File: src/aquila_settings.svh
`ifndef AQUILA_SETTINGS_SVH
`define AQUILA_SETTINGS_SVH

// Data and address width
`define AQ_XLEN 32

// TCM geometry in words
`define AQ_TCM_WORDS 1024
`define AQ_TCM_AW 10

// Top address nibble of each local region
`define AQ_SEG_TCM 4'h0
`define AQ_SEG_DEVICE 4'hC
`define AQ_SEG_SYSDEV 4'hF

// System-device select field, nonzero means unmapped
`define AQ_SYSDEV_SEL_HI 19
`define AQ_SYSDEV_SEL_LO 16

// CLINT word offset field inside the system-device window
`define AQ_CLINT_OFS_HI 4
`define AQ_CLINT_OFS_LO 2

// CLINT register word offsets
`define AQ_CLINT_MSIP 3'd0
`define AQ_CLINT_CMP_LO 3'd2
`define AQ_CLINT_CMP_HI 3'd3
`define AQ_CLINT_TIME_LO 3'd4
`define AQ_CLINT_TIME_HI 3'd5

`endif

File: src/aquila_pkg.sv
`default_nettype none

`include "aquila_settings.svh"

package aquila_pkg;

    // Region of a data address, picked by the top nibble
    typedef enum logic [1:0] {
        REGION_TCM    = 2'd0,
        REGION_DRAM   = 2'd1,
        REGION_DEVICE = 2'd2,
        REGION_SYSDEV = 2'd3
    } mem_region_e;

    // Owner of the coherence-unit port
    typedef enum logic [1:0] {
        ARB_IDLE   = 2'd0,
        ARB_IFETCH = 2'd1,
        ARB_DATA   = 2'd2
    } arb_state_e;

    // CLINT register map, offsets in words
    typedef enum logic [2:0] {
        CLINT_MSIP    = `AQ_CLINT_MSIP,
        CLINT_CMP_LO  = `AQ_CLINT_CMP_LO,
        CLINT_CMP_HI  = `AQ_CLINT_CMP_HI,
        CLINT_TIME_LO = `AQ_CLINT_TIME_LO,
        CLINT_TIME_HI = `AQ_CLINT_TIME_HI
    } clint_reg_e;

endpackage

`default_nettype wire

File: src/refill_arbiter.sv
`timescale 1ns/1ps
`default_nettype none

`include "aquila_settings.svh"

module refill_arbiter
    import aquila_pkg::*;
(
    input  wire logic                 clk_i,
    input  wire logic                 rst_i,
    // Instruction-side refill
    input  wire logic                 irefill_strobe_i,
    input  wire logic [`AQ_XLEN-1:0]  irefill_addr_i,
    output logic                      irefill_ready_o,
    // Data-side refill
    input  wire logic                 drefill_strobe_i,
    input  wire logic [`AQ_XLEN-1:0]  drefill_addr_i,
    input  wire logic                 drefill_rw_i,
    output logic                      drefill_ready_o,
    // Coherence-unit port
    output logic                      cu_strobe_o,
    output logic      [`AQ_XLEN-1:0]  cu_addr_o,
    output logic                      cu_rw_o,
    output logic                      cu_is_ifetch_o,
    input  wire logic                 cu_ready_i
);

    arb_state_e state;
    arb_state_e state_nxt;

    // ------------------------------------------------------------
    // Grant FSM
    // ------------------------------------------------------------
    always_ff @(posedge clk_i) begin
        if (rst_i) begin
            state <= ARB_IDLE;
        end else begin
            state <= state_nxt;
        end
    end

    always_comb begin
        state_nxt = state;
        case (state)
            ARB_IDLE: begin
                // Instruction side wins a tie
                if (irefill_strobe_i) begin
                    state_nxt = ARB_IFETCH;
                end else if (drefill_strobe_i) begin
                    state_nxt = ARB_DATA;
                end
            end
            ARB_IFETCH, ARB_DATA: begin
                if (cu_ready_i) begin
                    state_nxt = ARB_IDLE;
                end
            end
            default: state_nxt = ARB_IDLE;
        endcase
    end

    // ------------------------------------------------------------
    // Request outputs, registered from the next state
    // ------------------------------------------------------------
    always_ff @(posedge clk_i) begin
        if (rst_i || state_nxt == ARB_IDLE) begin
            cu_strobe_o    <= 1'b0;
            cu_addr_o      <= '0;
            cu_rw_o        <= 1'b0;
            cu_is_ifetch_o <= 1'b0;
        end else if (state_nxt == ARB_IFETCH) begin
            cu_strobe_o    <= 1'b1;
            cu_addr_o      <= irefill_addr_i;
            cu_rw_o        <= 1'b0;
            cu_is_ifetch_o <= 1'b1;
        end else begin
            cu_strobe_o    <= 1'b1;
            cu_addr_o      <= drefill_addr_i;
            cu_rw_o        <= drefill_rw_i;
            cu_is_ifetch_o <= 1'b0;
        end
    end

    // Ready goes back to the current owner only
    assign irefill_ready_o = (state == ARB_IFETCH) && cu_ready_i;
    assign drefill_ready_o = (state == ARB_DATA) && cu_ready_i;

endmodule

`default_nettype wire

File: config.mk
export PLATFORM = sky130hd
export DESIGN_NAME = refill_arbiter
export DESIGN_NICKNAME = d
export VERILOG_FILES = /design/src/aquila_pkg.sv /design/src/refill_arbiter.sv
export VERILOG_INCLUDE_DIRS = /design/src
export SDC_FILE = /design/constraint.sdc
export NUM_CORES = 1
export LEC_CHECK = 0
export BUFFER_PORTS_ARGS = -buffer_cell sky130_fd_sc_hd__buf_4
export CAP_MARGIN = 15
export CORE_MARGIN = 4
export CORE_UTILIZATION = 42
export CTS_BUF_LIST = sky130_fd_sc_hd__clkbuf_4
export CTS_CLUSTER_SIZE = 40
export DETAILED_ROUTE_END_ITERATION = 10
export PLACE_DENSITY_LB_ADDON = 0.3
export REMOVE_ABC_BUFFERS = 1
export SETUP_SLACK_MARGIN = 0.2
export SYNTH_ARGS = -nofsm -noshare
export SYNTH_HDL_FRONTEND = slang
export SYNTH_SLANG_ARGS = --single-unit
File: constraint.sdc
create_clock -name clk_i -period 2.1 [get_ports clk_i]
set_clock_uncertainty 0.1 [all_clocks]
set_input_delay 0.105 -clock clk_i [delete_from_list [all_inputs] [get_ports clk_i]]
set_output_delay 0.105 -clock clk_i [all_outputs]
set_load 0.02 [all_outputs]
* Word level (Yosys, flattened, before mapping)
Index checks and enable logic that the tools add are counted.
Cells by class: equality and inequality tests 3, muxes and demuxes 7, reduce and logical (&&, ||, !) cells 7
Operators by type and width (count):
- $mux 32 | 1
- $mux 2 | 3
- $eq 2x1->1 const B | 2
- $logic_not 2->1 | 2
- $pmux 2 s2 | 1
- $reduce_or 2->1 | 2
- $eq 2x2->1 const B | 1
- $logic_and 1x1->1 | 2
- $mux 1 | 2
- $logic_or 1x1->1 | 1
Word-level totals: bits in registers 37, input bits 70, logic and storage cells 22

* Depth between registers and ports, before layout
depth in word-level cells 6, depth in mapped cells 8, gate-level depth less buffers 6

* Worst setup path after synthesis
No wires, ideal clock.
kind register to register, start reg state[1], end reg cu_addr_o[7], setup time 0.132 ns, arrival 1.571 ns, required time 1.868 ns, path slack 0.297 ns, cell stages (with the launch flop) 9, path buffers 2, clock period less this slack 1.803 ns, cells stage by stage dfxtp_1 inv_1 ha_1 nor2b_2 and2_1 buf_2 buf_2 o211ai_1 a21oi_1
Between the ends: cells in the longest elaborated chain, start to end 5, elaborated cells between the ends (all ways) 12, those cells by class eq/ne (3); mux (5); reduce/logical (4)
RTL lines:
- start: declaration | RTL line refill_arbiter.sv:28 | arb_state_e state;
- start signal: assignment | RTL line refill_arbiter.sv:38 | state <= state_nxt;
- $eq 2x1->1 (tied with other cells) | RTL line refill_arbiter.sv:44 | case (state)
- $reduce_or 2->1 / $mux 2 (equally long branches) | RTL line refill_arbiter.sv:44, refill_arbiter.sv:47
- $pmux 2 s2 * | RTL line refill_arbiter.sv:44
- $eq 2x1->1 / $logic_not 2->1 (equally long branches) | RTL line refill_arbiter.sv:71, refill_arbiter.sv:66
- $mux 32 / $logic_or 1x1->1 (equally long branches) | RTL line refill_arbiter.sv:71, refill_arbiter.sv:66
- end signal: assignment | RTL line refill_arbiter.sv:73 | cu_addr_o <= irefill_addr_i;
- end signal: assignment | RTL line refill_arbiter.sv:78 | cu_addr_o <= drefill_addr_i;
- end: declaration | RTL line refill_arbiter.sv:22 | output logic [`AQ_XLEN-1:0] cu_addr_o,
Every way passes the cells marked *; elsewhere a longest branch is shown, timed or not. A chain may end at the register's enable or synchronous reset.

* Worst setup path after layout
start reg state[0], end reg cu_addr_o[4]
The elaborated chain is that of the path after synthesis.

==> flow_summary.json <==
{
  "worstSetupStartpoint": "state[0]$_SDFF_PP0_",
  "tns_ns": 0,
  "drt-total-wl_um": 7430,
  "grt_pass1_wl_um": 10600,
  "cp.required_ns": 2.25,
  "ir_drop_v": 0.000510,
  "cts_tree": "done",
  "grt_pass1_vias": 2289,
  "min-delay-start": "irefill_strobe_i",
  "maxSlewHeadroom": 0.630,
  "io_pins": 107,
  "power_density_nw_per_um2": 559,
  "fin_util": 0.909,
  "worstReg2RegEnd": "cu_addr_o[4]$_SDFF_PP0_",
  "nets": 419,
  "min_period_ns": 1.87,
  "cp_max_fo": 24,
  "hold_viol_final": 0,
  "avgRoutedWirePerCell_um": 18.9,
  "core-area_sq_um": 3440,
  "syn_inst": 173,
  "antenna_found_initial": 0,
  "place_area_sq_um": 2350,
  "synthAdderAreaFrac": 0.0325,
  "design_area_sq_um": 3130,
  "synthMuxAreaShare": 0,
  "initial_core_util": 0.447,
  "critical_path_class": "flip-flop to flip-flop",
  "rr_worst_depth": 7,
  "dr.pass1.iters": 4,
  "rsz0062_at_grt": "no",
  "die_w_um": 68.5,
  "clock_latency_ns": 0.32,
  "synthSimpleGateAreaFrac": 0.129,
  "ff2ff_setup_slack_ns": 0.23,
  "first_iter_violations": 181,
  "layout-drive-gt1-share": 0.387,
  "clk_path_buf_depth": 2,
  "syn_avg_cell_area_sq_um": 8.89,
  "critPathCaptureType": "flip-flop",
  "min_period_over_period": 0.891,
  "viasPerCell": 5.43,
  "yosys_register_bits": 37,
  "synth_top_family_by_area": "compound AO/OA/AOI/OAI gates",
  "rows": 21,
  "synth_top_cell_by_area": "dfxtp_1",
  "hold_depth": 5,
  "area_growth_syn_to_layout_pct": 103,
  "synth_xor_xnor_area_share": 0,
  "ys_top_cells_by_area": "dfxtp_1 (48%), o211ai_1 (16%), a21oi_1 (11%), nand2_1 (7.8%), buf_2 (3.3%)",
  "clock_sink_count": 37,
  "numCtsBuffers": 5,
  "ant_nets": 0,
  "root_buffer": "clkbuf_4",
  "multi_input_area_sq_um": 704,
  "ys_seq_area_frac": 0.482,
  "arrival_ns": 2.02,
  "grt_max_degree": 34,
  "synth_compound_area_frac": 0.288,
  "grt.overflow.total": 0,
  "slew_violations": 0,
  "synth_area_sq_um": 1540,
  "portBuffers": 106,
  "yosysWarnings": 0,
  "worstHoldEndpoint": "state[1]$_SDFF_PP0_",
  "fmax_mhz": 535,
  "hpwl_um": 3330,
  "run_status": "completed",
  "power.leakage_nw": 1.38,
  "maxCapViolCount": 0,
  "synth.distinct_cells": 19,
  "fillCellCount": 142,
  "globalplace.congestion": 0.787,
  "cts.htree.levels": 2,
  "grt_usage": 0.315,
  "hp-class": "input pin to flip-flop",
  "fp.dieH_um": 68.5,
  "hold_slack_ns": 0.297,
  "setup_viol": 0,
  "ff_latch_area_sq_um": 748,
  "cp-start-kind": "flip-flop",
  "dieArea_sq_um": 4690,
  "clk_pin_slew_ns": 0.11,
  "reg2reg_from": "state[0]$_SDFF_PP0_",
  "tightest_slew_ns": 0.554,
  "vias": 2133,
  "yosysTopAreaCellShare": 0.482,
  "route.detailed.drc": 0
}
synth_stat cells, drive strengths merged:
cell type / n
and3b: 1
ha: 4
inv: 2
o21a: 1
nor2b: 3
a21oi: 33
o22ai: 1
o22a: 1
or2: 1
dfxtp: 37
buf: 13
clkbuf: 4
o211ai: 32
nor2: 3
and2: 4
nand2: 32
nor3: 1
kinds of logic (layout without fill, tap and decap cells):
family / after synthesis / after routing
flip-flops: 37 / 37
AO/OA/AOI/OAI: 68 / 68
AND/OR/NAND/NOR: 45 / 45
adder cells (fa/ha/maj): 4 / 4
buffers and inverters: 19 / 192
other: 0 / 1
where the power goes:
| part | switching [W] | internal (W) | leakage, nW |
|---|---|---|---|
| clock | 0.000233 | 0.000141 | 0.0354 |
| combinational | 0.000285 | 0.000313 | 1.04 |
| sequential | 0.0000195 | 0.000756 | 0.305 |
| total | 0.000538 | 0.00121 | 1.38 |
timing repair:
item,4_1_cts,5_1_grt
endpoints found under the setup margin,13,27
resized for setup,1,13
hold buffers,65,0
buffers inserted,0,3
pin swaps,0,2
hold endpoints to repair,33,0
metrics by stage:
stage          power, W  std cells  setup slack (ns)
2_1_floorplan   0.00100        156            0.0251
3_3_place_gp    0.00123        316             0.262
3_5_place_dp    0.00124        316             0.203
4_1_cts         0.00170        389             0.258
5_1_grt         0.00182        392             0.165
6_report        0.00175        393             0.230
cell usage in the layout, fill, tap and decap left out, types with 2 or more instances in the layout:
| cell | instances |
|---|---|
| inv_1 | 2 |
| dfxtp_4 | 2 |
| o211ai_1 | 32 |
| ha_1 | 4 |
| nand2_1 | 32 |
| dlygate4sd3_1 | 65 |
| clkbuf_4 | 6 |
| buf_4 | 114 |
| dfxtp_1 | 35 |
| a21oi_1 | 32 |
| clkinv_2 | 2 |
| and2_1 | 3 |
| nor2_1 | 3 |
final cells by class:
type	count	share of cell area
Antenna cell	1	0.000800
Clock buffer	6	0.0144
Clock inverter	2	0.00320
Inverter	2	0.00240
Multi-Input combinational cell	117	0.225
Sequential cell	37	0.239
Tap cell	46	0.0184
Timing Repair Buffer	182	0.496
per-layer routing:
metal | vias to the layer above | GRT usage | wire length, um
met3 | 50 | 0.0940 | 604
met4 | 0 | 0.256 | 526
met1 | 969 | 0.288 | 2440
met2 | 162 | 0.567 | 3850
met5 | - | 0 | 0
li1 | 952 | - | -
critical path: stages, from the launching register on:
cell      delay [ns]
dfxtp_4         0.37
inv_1           0.06
ha_1            0.22
and3b_1         0.22
o22ai_4         0.19
buf_8           0.22
o211ai_1        0.19
a21oi_2         0.23
how the worst max path moves through the flow:
stage	depth (start not counted)	end	slack, ns
finish	7	cu_addr_o[4]$_SDFF_PP0_	0.23
global route	7	cu_addr_o[4]$_SDFF_PP0_	0.17
CTS	7	cu_addr_o[7]$_SDFF_PP0_	0.26
detailed placement	7	cu_addr_o[7]$_SDFF_PP0_	0.20
global placement	7	cu_addr_o[1]$_SDFF_PP0_	0.26
floorplan	6	cu_strobe_o$_DFF_P_	0.03
sequential cells by signal, indices dropped and copies added, names as in the netlist:
signal,count
cu_rw_o,1
cu_addr_o,32
cu_is_ifetch_o,1
cu_strobe_o,1
state,2
No activity file was read; power rests on OpenSTA's default activity.
