File: config.mk
export PLATFORM = sky130hd
export DESIGN_NAME = data_port_router
export DESIGN_NICKNAME = d
export VERILOG_FILES = /design/src/aquila_pkg.sv /design/src/data_port_router.sv
export VERILOG_INCLUDE_DIRS = /design/src
export SDC_FILE = /design/constraint.sdc
export NUM_CORES = 1
export LEC_CHECK = 0
export BUFFER_PORTS_ARGS = -buffer_cell sky130_fd_sc_hd__buf_2
export CAP_MARGIN = 0
export CORE_AREA = 5 5 103 105
export CTS_CLUSTER_SIZE = 24
export DETAILED_ROUTE_END_ITERATION = 16
export DIE_AREA = 0 0 108 110
export SYNTH_ARGS = -nofsm -noshare
export SYNTH_HDL_FRONTEND = slang
export SYNTH_SLANG_ARGS = --single-unit
File: constraint.sdc
create_clock -name clk_i -period 1.7 [get_ports clk_i]
set_input_delay 0.255 -clock clk_i [delete_from_list [all_inputs] [get_ports clk_i]]
set_output_delay 0.255 -clock clk_i [all_outputs]
set_load 0.01 [all_outputs]
File: src/aquila_settings.svh
`ifndef AQUILA_SETTINGS_SVH
`define AQUILA_SETTINGS_SVH

// Data and address width
`define AQ_XLEN 32

// TCM geometry in words
`define AQ_TCM_WORDS 1024
`define AQ_TCM_AW 10

// Top address nibble of each local region
`define AQ_SEG_TCM 4'h0
`define AQ_SEG_DEVICE 4'hC
`define AQ_SEG_SYSDEV 4'hF

// System-device select field, nonzero means unmapped
`define AQ_SYSDEV_SEL_HI 19
`define AQ_SYSDEV_SEL_LO 16

// CLINT word offset field inside the system-device window
`define AQ_CLINT_OFS_HI 4
`define AQ_CLINT_OFS_LO 2

// CLINT register word offsets
`define AQ_CLINT_MSIP 3'd0
`define AQ_CLINT_CMP_LO 3'd2
`define AQ_CLINT_CMP_HI 3'd3
`define AQ_CLINT_TIME_LO 3'd4
`define AQ_CLINT_TIME_HI 3'd5

`endif

File: src/aquila_pkg.sv
`default_nettype none

`include "aquila_settings.svh"

package aquila_pkg;

    // Region of a data address, picked by the top nibble
    typedef enum logic [1:0] {
        REGION_TCM    = 2'd0,
        REGION_DRAM   = 2'd1,
        REGION_DEVICE = 2'd2,
        REGION_SYSDEV = 2'd3
    } mem_region_e;

    // Owner of the coherence-unit port
    typedef enum logic [1:0] {
        ARB_IDLE   = 2'd0,
        ARB_IFETCH = 2'd1,
        ARB_DATA   = 2'd2
    } arb_state_e;

    // CLINT register map, offsets in words
    typedef enum logic [2:0] {
        CLINT_MSIP    = `AQ_CLINT_MSIP,
        CLINT_CMP_LO  = `AQ_CLINT_CMP_LO,
        CLINT_CMP_HI  = `AQ_CLINT_CMP_HI,
        CLINT_TIME_LO = `AQ_CLINT_TIME_LO,
        CLINT_TIME_HI = `AQ_CLINT_TIME_HI
    } clint_reg_e;

endpackage

`default_nettype wire

File: src/data_port_router.sv
`timescale 1ns/1ps
`default_nettype none

`include "aquila_settings.svh"

module data_port_router
    import aquila_pkg::*;
(
    input  wire logic                   clk_i,
    input  wire logic                   rst_i,
    // Data port from the requester
    input  wire logic                   data_strobe_i,
    input  wire logic [`AQ_XLEN-1:0]    data_addr_i,
    input  wire logic                   data_rw_i,
    input  wire logic [`AQ_XLEN/8-1:0]  data_be_i,
    input  wire logic [`AQ_XLEN-1:0]    data_wdata_i,
    output logic      [`AQ_XLEN-1:0]    data_rdata_o,
    output logic                        data_ready_o,
    // TCM data side
    output logic                        tcm_en_o,
    output logic                        tcm_we_o,
    input  wire logic [`AQ_XLEN-1:0]    tcm_rdata_i,
    input  wire logic                   tcm_ready_i,
    // CLINT
    output logic                        clint_en_o,
    output logic                        clint_we_o,
    input  wire logic [`AQ_XLEN-1:0]    clint_rdata_i,
    input  wire logic                   clint_ready_i,
    // Uncached device port
    output logic                        dev_strobe_o,
    output logic      [`AQ_XLEN-1:0]    dev_addr_o,
    output logic                        dev_rw_o,
    output logic      [`AQ_XLEN/8-1:0]  dev_be_o,
    output logic      [`AQ_XLEN-1:0]    dev_wdata_o,
    input  wire logic [`AQ_XLEN-1:0]    dev_rdata_i,
    input  wire logic                   dev_ready_i
);

    mem_region_e region;
    mem_region_e region_r;
    logic        sysdev_unmapped;
    logic        unmapped_r;
    logic        fake_ready_r;
    logic        dev_sel;

    // ------------------------------------------------------------
    // Address decode
    // ------------------------------------------------------------
    always_comb begin
        case (data_addr_i[`AQ_XLEN-1 -: 4])
            `AQ_SEG_TCM:    region = REGION_TCM;
            `AQ_SEG_DEVICE: region = REGION_DEVICE;
            `AQ_SEG_SYSDEV: region = REGION_SYSDEV;
            // Cached DRAM and any other nibble
            default:        region = REGION_DRAM;
        endcase
    end

    // Only select value zero maps to the CLINT
    assign sysdev_unmapped = |data_addr_i[`AQ_SYSDEV_SEL_HI:`AQ_SYSDEV_SEL_LO];
    assign dev_sel         = (region == REGION_DEVICE);

    // Target strobes
    assign tcm_en_o   = data_strobe_i && (region == REGION_TCM);
    assign tcm_we_o   = data_rw_i && (region == REGION_TCM);
    assign clint_en_o = data_strobe_i && (region == REGION_SYSDEV) && !sysdev_unmapped;
    assign clint_we_o = data_rw_i && (region == REGION_SYSDEV) && !sysdev_unmapped;

    // Device port sees zeros unless it is addressed
    assign dev_strobe_o = data_strobe_i && dev_sel;
    assign dev_addr_o   = dev_sel ? data_addr_i : '0;
    assign dev_rw_o     = data_rw_i && dev_sel;
    assign dev_be_o     = data_be_i;
    assign dev_wdata_o  = dev_sel ? data_wdata_i : '0;

    // ------------------------------------------------------------
    // Response select, one cycle behind the request
    // ------------------------------------------------------------
    always_ff @(posedge clk_i) begin
        if (rst_i) begin
            // DRAM never answers, so ready stays low out of reset
            region_r     <= REGION_DRAM;
            unmapped_r   <= 1'b0;
            fake_ready_r <= 1'b0;
        end else begin
            region_r     <= region;
            unmapped_r   <= sysdev_unmapped;
            // Unmapped system devices answer by themselves
            fake_ready_r <= data_strobe_i && (region == REGION_SYSDEV) && sysdev_unmapped;
        end
    end

    always_comb begin
        case (region_r)
            REGION_TCM: begin
                data_rdata_o = tcm_rdata_i;
                data_ready_o = tcm_ready_i;
            end
            REGION_DEVICE: begin
                data_rdata_o = dev_rdata_i;
                data_ready_o = dev_ready_i;
            end
            REGION_SYSDEV: begin
                data_rdata_o = unmapped_r ? '0 : clint_rdata_i;
                data_ready_o = unmapped_r ? fake_ready_r : clint_ready_i;
            end
            default: begin
                data_rdata_o = '0;
                data_ready_o = 1'b0;
            end
        endcase
    end

endmodule

`default_nettype wire

### Word-level counts from Yosys, hierarchy flattened

Index checks and enable logic that the tools add are counted.

* register bits: 4
* bits of input ports: 171
* logic and storage cells: 30

* multiplexer cells: 7
* eq/ne operators: 6
* reduce and logical (&&, ||, !) cells: 14

Operators with widths (count)
* 32-bit 2-to-1 mux: 3
* 32-bit one-hot mux with 3 select lines: 1
* 1-bit logical AND: 9
* 2-bit equality test, second input constant: 4
* 4-bit equality test, second input constant: 2
* 2-bit one-hot mux with 3 select lines: 1
* 2-bit zero test: 2
* 4-bit zero test: 1
* 4-bit OR reduction: 1
* 1-bit one-hot mux with 3 select lines: 1
* 1-bit zero test: 1
* 1-bit 2-to-1 mux: 1

### Logic depth before layout (Yosys ltp)

* depth after elaboration: 5
* depth in mapped cells: 5

### Worst setup path before layout

No wires, ideal clock.

* path kind: register -> output
* start point: register region_r[1]
* end point: output port data_rdata_o[0]
* stages on the path, launching flop included: 6
* arrival: 1.021 ns
* slack: 0.424 ns
* required time: 1.445 ns
* buffers on the path: 3
* cells stage by stage: dfxtp_1 -> buf_4 -> and3b_1 -> buf_4 -> buf_6 -> o2bb2ai_1

* cells in the longest elaborated chain, start to end: 2
* elaborated cells between the ends (all ways): 4
* those cells by class: eq/ne: 2; mux: 1; reduce/logical: 1

RTL lines
* start: declaration: line data_port_router.sv:40 `mem_region_e region_r;`
* start signal: assignment: line data_port_router.sv:86 `region_r <= region;`
* 2-bit equality test / 2-bit zero test (equally long branches): line data_port_router.sv:94 `case (region_r)`
* 32-bit one-hot mux with 3 select lines (*): line data_port_router.sv:94
* end: declaration: line data_port_router.sv:17 `` output logic [`AQ_XLEN-1:0] data_rdata_o, ``

Every way passes the cells marked *; elsewhere a longest branch is shown, timed or not.

### Worst setup path in the final report

* start point: register region_r[1]
* end point: output port data_ready_o

* cells in the longest elaborated chain, start to end: 2
* elaborated cells between the ends (all ways): 4
* those cells by class: eq/ne: 2; mux: 1; reduce/logical: 1

RTL lines
* 2-bit equality test / 2-bit zero test (equally long branches): line data_port_router.sv:94
* 1-bit one-hot mux with 3 select lines (*): line data_port_router.sv:94
* end: declaration: line data_port_router.sv:18 `output logic data_ready_o,`

Marked as above.

==> impl_metrics.json <==
{
  "status": "completed",
  "core_mm2": 0.00955,
  "ys_seq_area_share_pct": 5.49,
  "synth_cells": 177,
  "path_delay_family": "buffers and inverters",
  "firstDrtPassIters": 4,
  "cts_buffers": 3,
  "cts_tree": "yes",
  "wl_per_cell_um": 12.9,
  "grt_pass1_vias": 2154,
  "syn_to_final_growth_pct": 97.9,
  "finalCritPeriodShare_pct": 93.9,
  "clkPwrFrac_pct": 28.0,
  "yosysMostFrequentCell": "and2_1",
  "vias": 2250,
  "fmax_ghz": 0.627,
  "grt_pass1_wl_um": 9800,
  "port_buffers": 267,
  "drv_cap": 0,
  "avgSynthCellArea_um2": 8.24,
  "synth_top_area_share_pct": 23.3,
  "synth_warnings": 0,
  "die-height_um": 110,
  "switching_power_mw": 0.209,
  "synth_common_cells": "and2_1, mux2i_1, o2bb2ai_1",
  "grt.total_usage_pct": 9.79,
  "synth-compound-area-share_pct": 20.7,
  "synthFlopType": "dfxtp_1",
  "initial_core_util_pct": 15.3,
  "wl_um": 7280,
  "dieArea_mm2": 0.0119,
  "ys_ff_latch": 4,
  "gp_congestion": 0.687,
  "cp-startpoint": "region_r[1]",
  "cts_setup_buffers": 0,
  "drive_gt1_share_pct": 67.2,
  "synth.top_cells.by_area": "mux2i_1, and2_1, o2bb2ai_1",
  "insertedDiodeCount": 0,
  "slowest_delay_ns": 0.36,
  "die_w_um": 108,
  "synth_cell_type_count": 24,
  "async_flop_share_pct": 0,
  "pre_cts_slack_ns": 0.182,
  "path_buf_inv": 2,
  "yosys.area_share.simple_pct": 35.7,
  "yosys.area.top_type": "mux2i_1",
  "final-setup-viol-count": 0,
  "rsz0062_at_grt": "no",
  "postCtsHoldBufs": 0,
  "critPathKind": "flop to output pin",
  "vdd_drop_max_uv": 206,
  "cp.arrival_ns": 1.34,
  "synth_top_family_by_area": "simple AND/OR/NAND/NOR gates",
  "nFillCells": 1059,
  "drc_errors": 0,
  "syn_area_mm2": 0.00146,
  "min_path_type": "input pin to flop",
  "cts_sinks": 4,
  "hold_end": "unmapped_r",
  "whs_ns": 0.241,
  "dp_hpwl_um": 6390,
  "synthXorXnorAreaFrac_pct": 0,
  "muxShareOfSynthArea_pct": 23.3,
  "clk_path_buf_depth": 2,
  "final_util_pct": 30.2,
  "comb_power_share_pct": 57.3,
  "critPathMaxFanout": 33,
  "crit_chain": "buf_12 > mux2i_1 > o22ai_1 > buf_2",
  "pwr-share-seq_pct": 14.7,
  "powerDensity_mw_per_mm2": 239,
  "min_path_cells": 2,
  "antenna_found_initial": 0,
  "period_minus_slack_ns": 1.60,
  "cp.required_ns": 1.44,
  "fin_ws_ns": 0.104,
  "crit_path_end_kind": "output pin",
  "grt_overflow": 0,
  "synth_edf_count": 0,
  "via_per_inst": 4.00,
  "rows": 36,
  "drt-initial-drc-count": 48,
  "fin_tns_setup_ns": 0,
  "startpoint_type": "flop",
  "min_from": "rst_i",
  "cts_resized": 0,
  "p_int_mw": 0.480,
  "crit_path_top_delay_cell": "dfxtp_2",
  "clk_root_buffer_cell": "clkbuf_8",
  "clk_pin_slew_worst_paths_ns": 0.03,
  "grt_max_degree": 35,
  "power.leakage_nw": 1.69,
  "synthAdderAreaFrac_pct": 0,
  "drv_slew": 0,
  "h-tree-depth": 1,
  "sw_frac_of_total_pct": 30.4,
  "finalHoldViolCount": 0,
  "nets": 603,
  "ios": 278,
  "antenna_left": 0
}
==> state kept, by name, indices dropped and copies added (netlist names) <==
register and cells:
region_r 2, fake_ready_r 1, unmapped_r 1
==> cell type report <==
class | count | area (um2) | area share, %
Timing Repair Buffer | 274 | 1430 | 49.4
Tap cell | 133 | 166 | 5.77
Clock buffer | 3 | 41.3 | 1.43
Sequential cell | 4 | 81.3 | 2.82
Multi-Input combinational cell | 149 | 1170 | 40.5
==> per-layer routing <==
metal  wire [um]  part of all wire, %  track usage [%]  vias up
li1            -                    -                -     1133
met1        2750                   38             11.5      974
met2        3620                   50             18.4      143
met3         908                   12             2.74        0
met4           0                    0            0.812        0
met5           0                    0                0        -
==> logic make-up after synthesis <==
kind of cell    count (synthesis)
compound gates                 35
mux                            34
other cells                     1
buf+inv                        25
flops                           4
simple gates                   78
==> how the worst max path moves through the flow <==
stage                      end  cells after the start
2_1_floorplan  data_rdata_o[0]                      5
3_3_place_gp     dev_addr_o[3]                      5
3_5_place_dp     dev_addr_o[6]                      5
4_1_cts           data_ready_o                      4
5_1_grt           data_ready_o                      4
6_report          data_ready_o                      4
==> power groups by stage <==
stage / Combinational [mW] / Sequential, mW / Clock [mW]
finish: 0.395 / 0.101 / 0.193
global route: 0.435 / 0.102 / 0.203
CTS: 0.400 / 0.101 / 0.201
detailed placement: 0.399 / 0.102 / 0
global placement: 0.390 / 0.103 / 0
floorplan: 0.166 / 0.100 / 0
==> per-stage QoR <==
step | instance area [um2] | total power [mW] | cells
after global placement | 2840 | 0.493 | 560
final | 2890 | 0.690 | 563
after floorplan | 1460 | 0.266 | 178
after global routing | 2890 | 0.740 | 563
after detailed placement | 2840 | 0.501 | 560
after CTS | 2890 | 0.702 | 563
==> layout by cell type, fill, tap and decap left out, types with 2 or more instances in the layout <==
cell | synthesis | layout
nor2_1 | 3 | 3
and2_1 | 54 | 54
clkbuf_8 | 0 | 3
o2bb2ai_1 | 32 | 32
buf_4 | 9 | 4
buf_2 | 0 | 267
and3_1 | 4 | 4
mux2i_1 | 34 | 34
dfxtp_1 | 4 | 3
conb_1 | 1 | 2
buf_12 | 0 | 3
and2_4 | 9 | 9
Power figures use the tool's default switching activity.
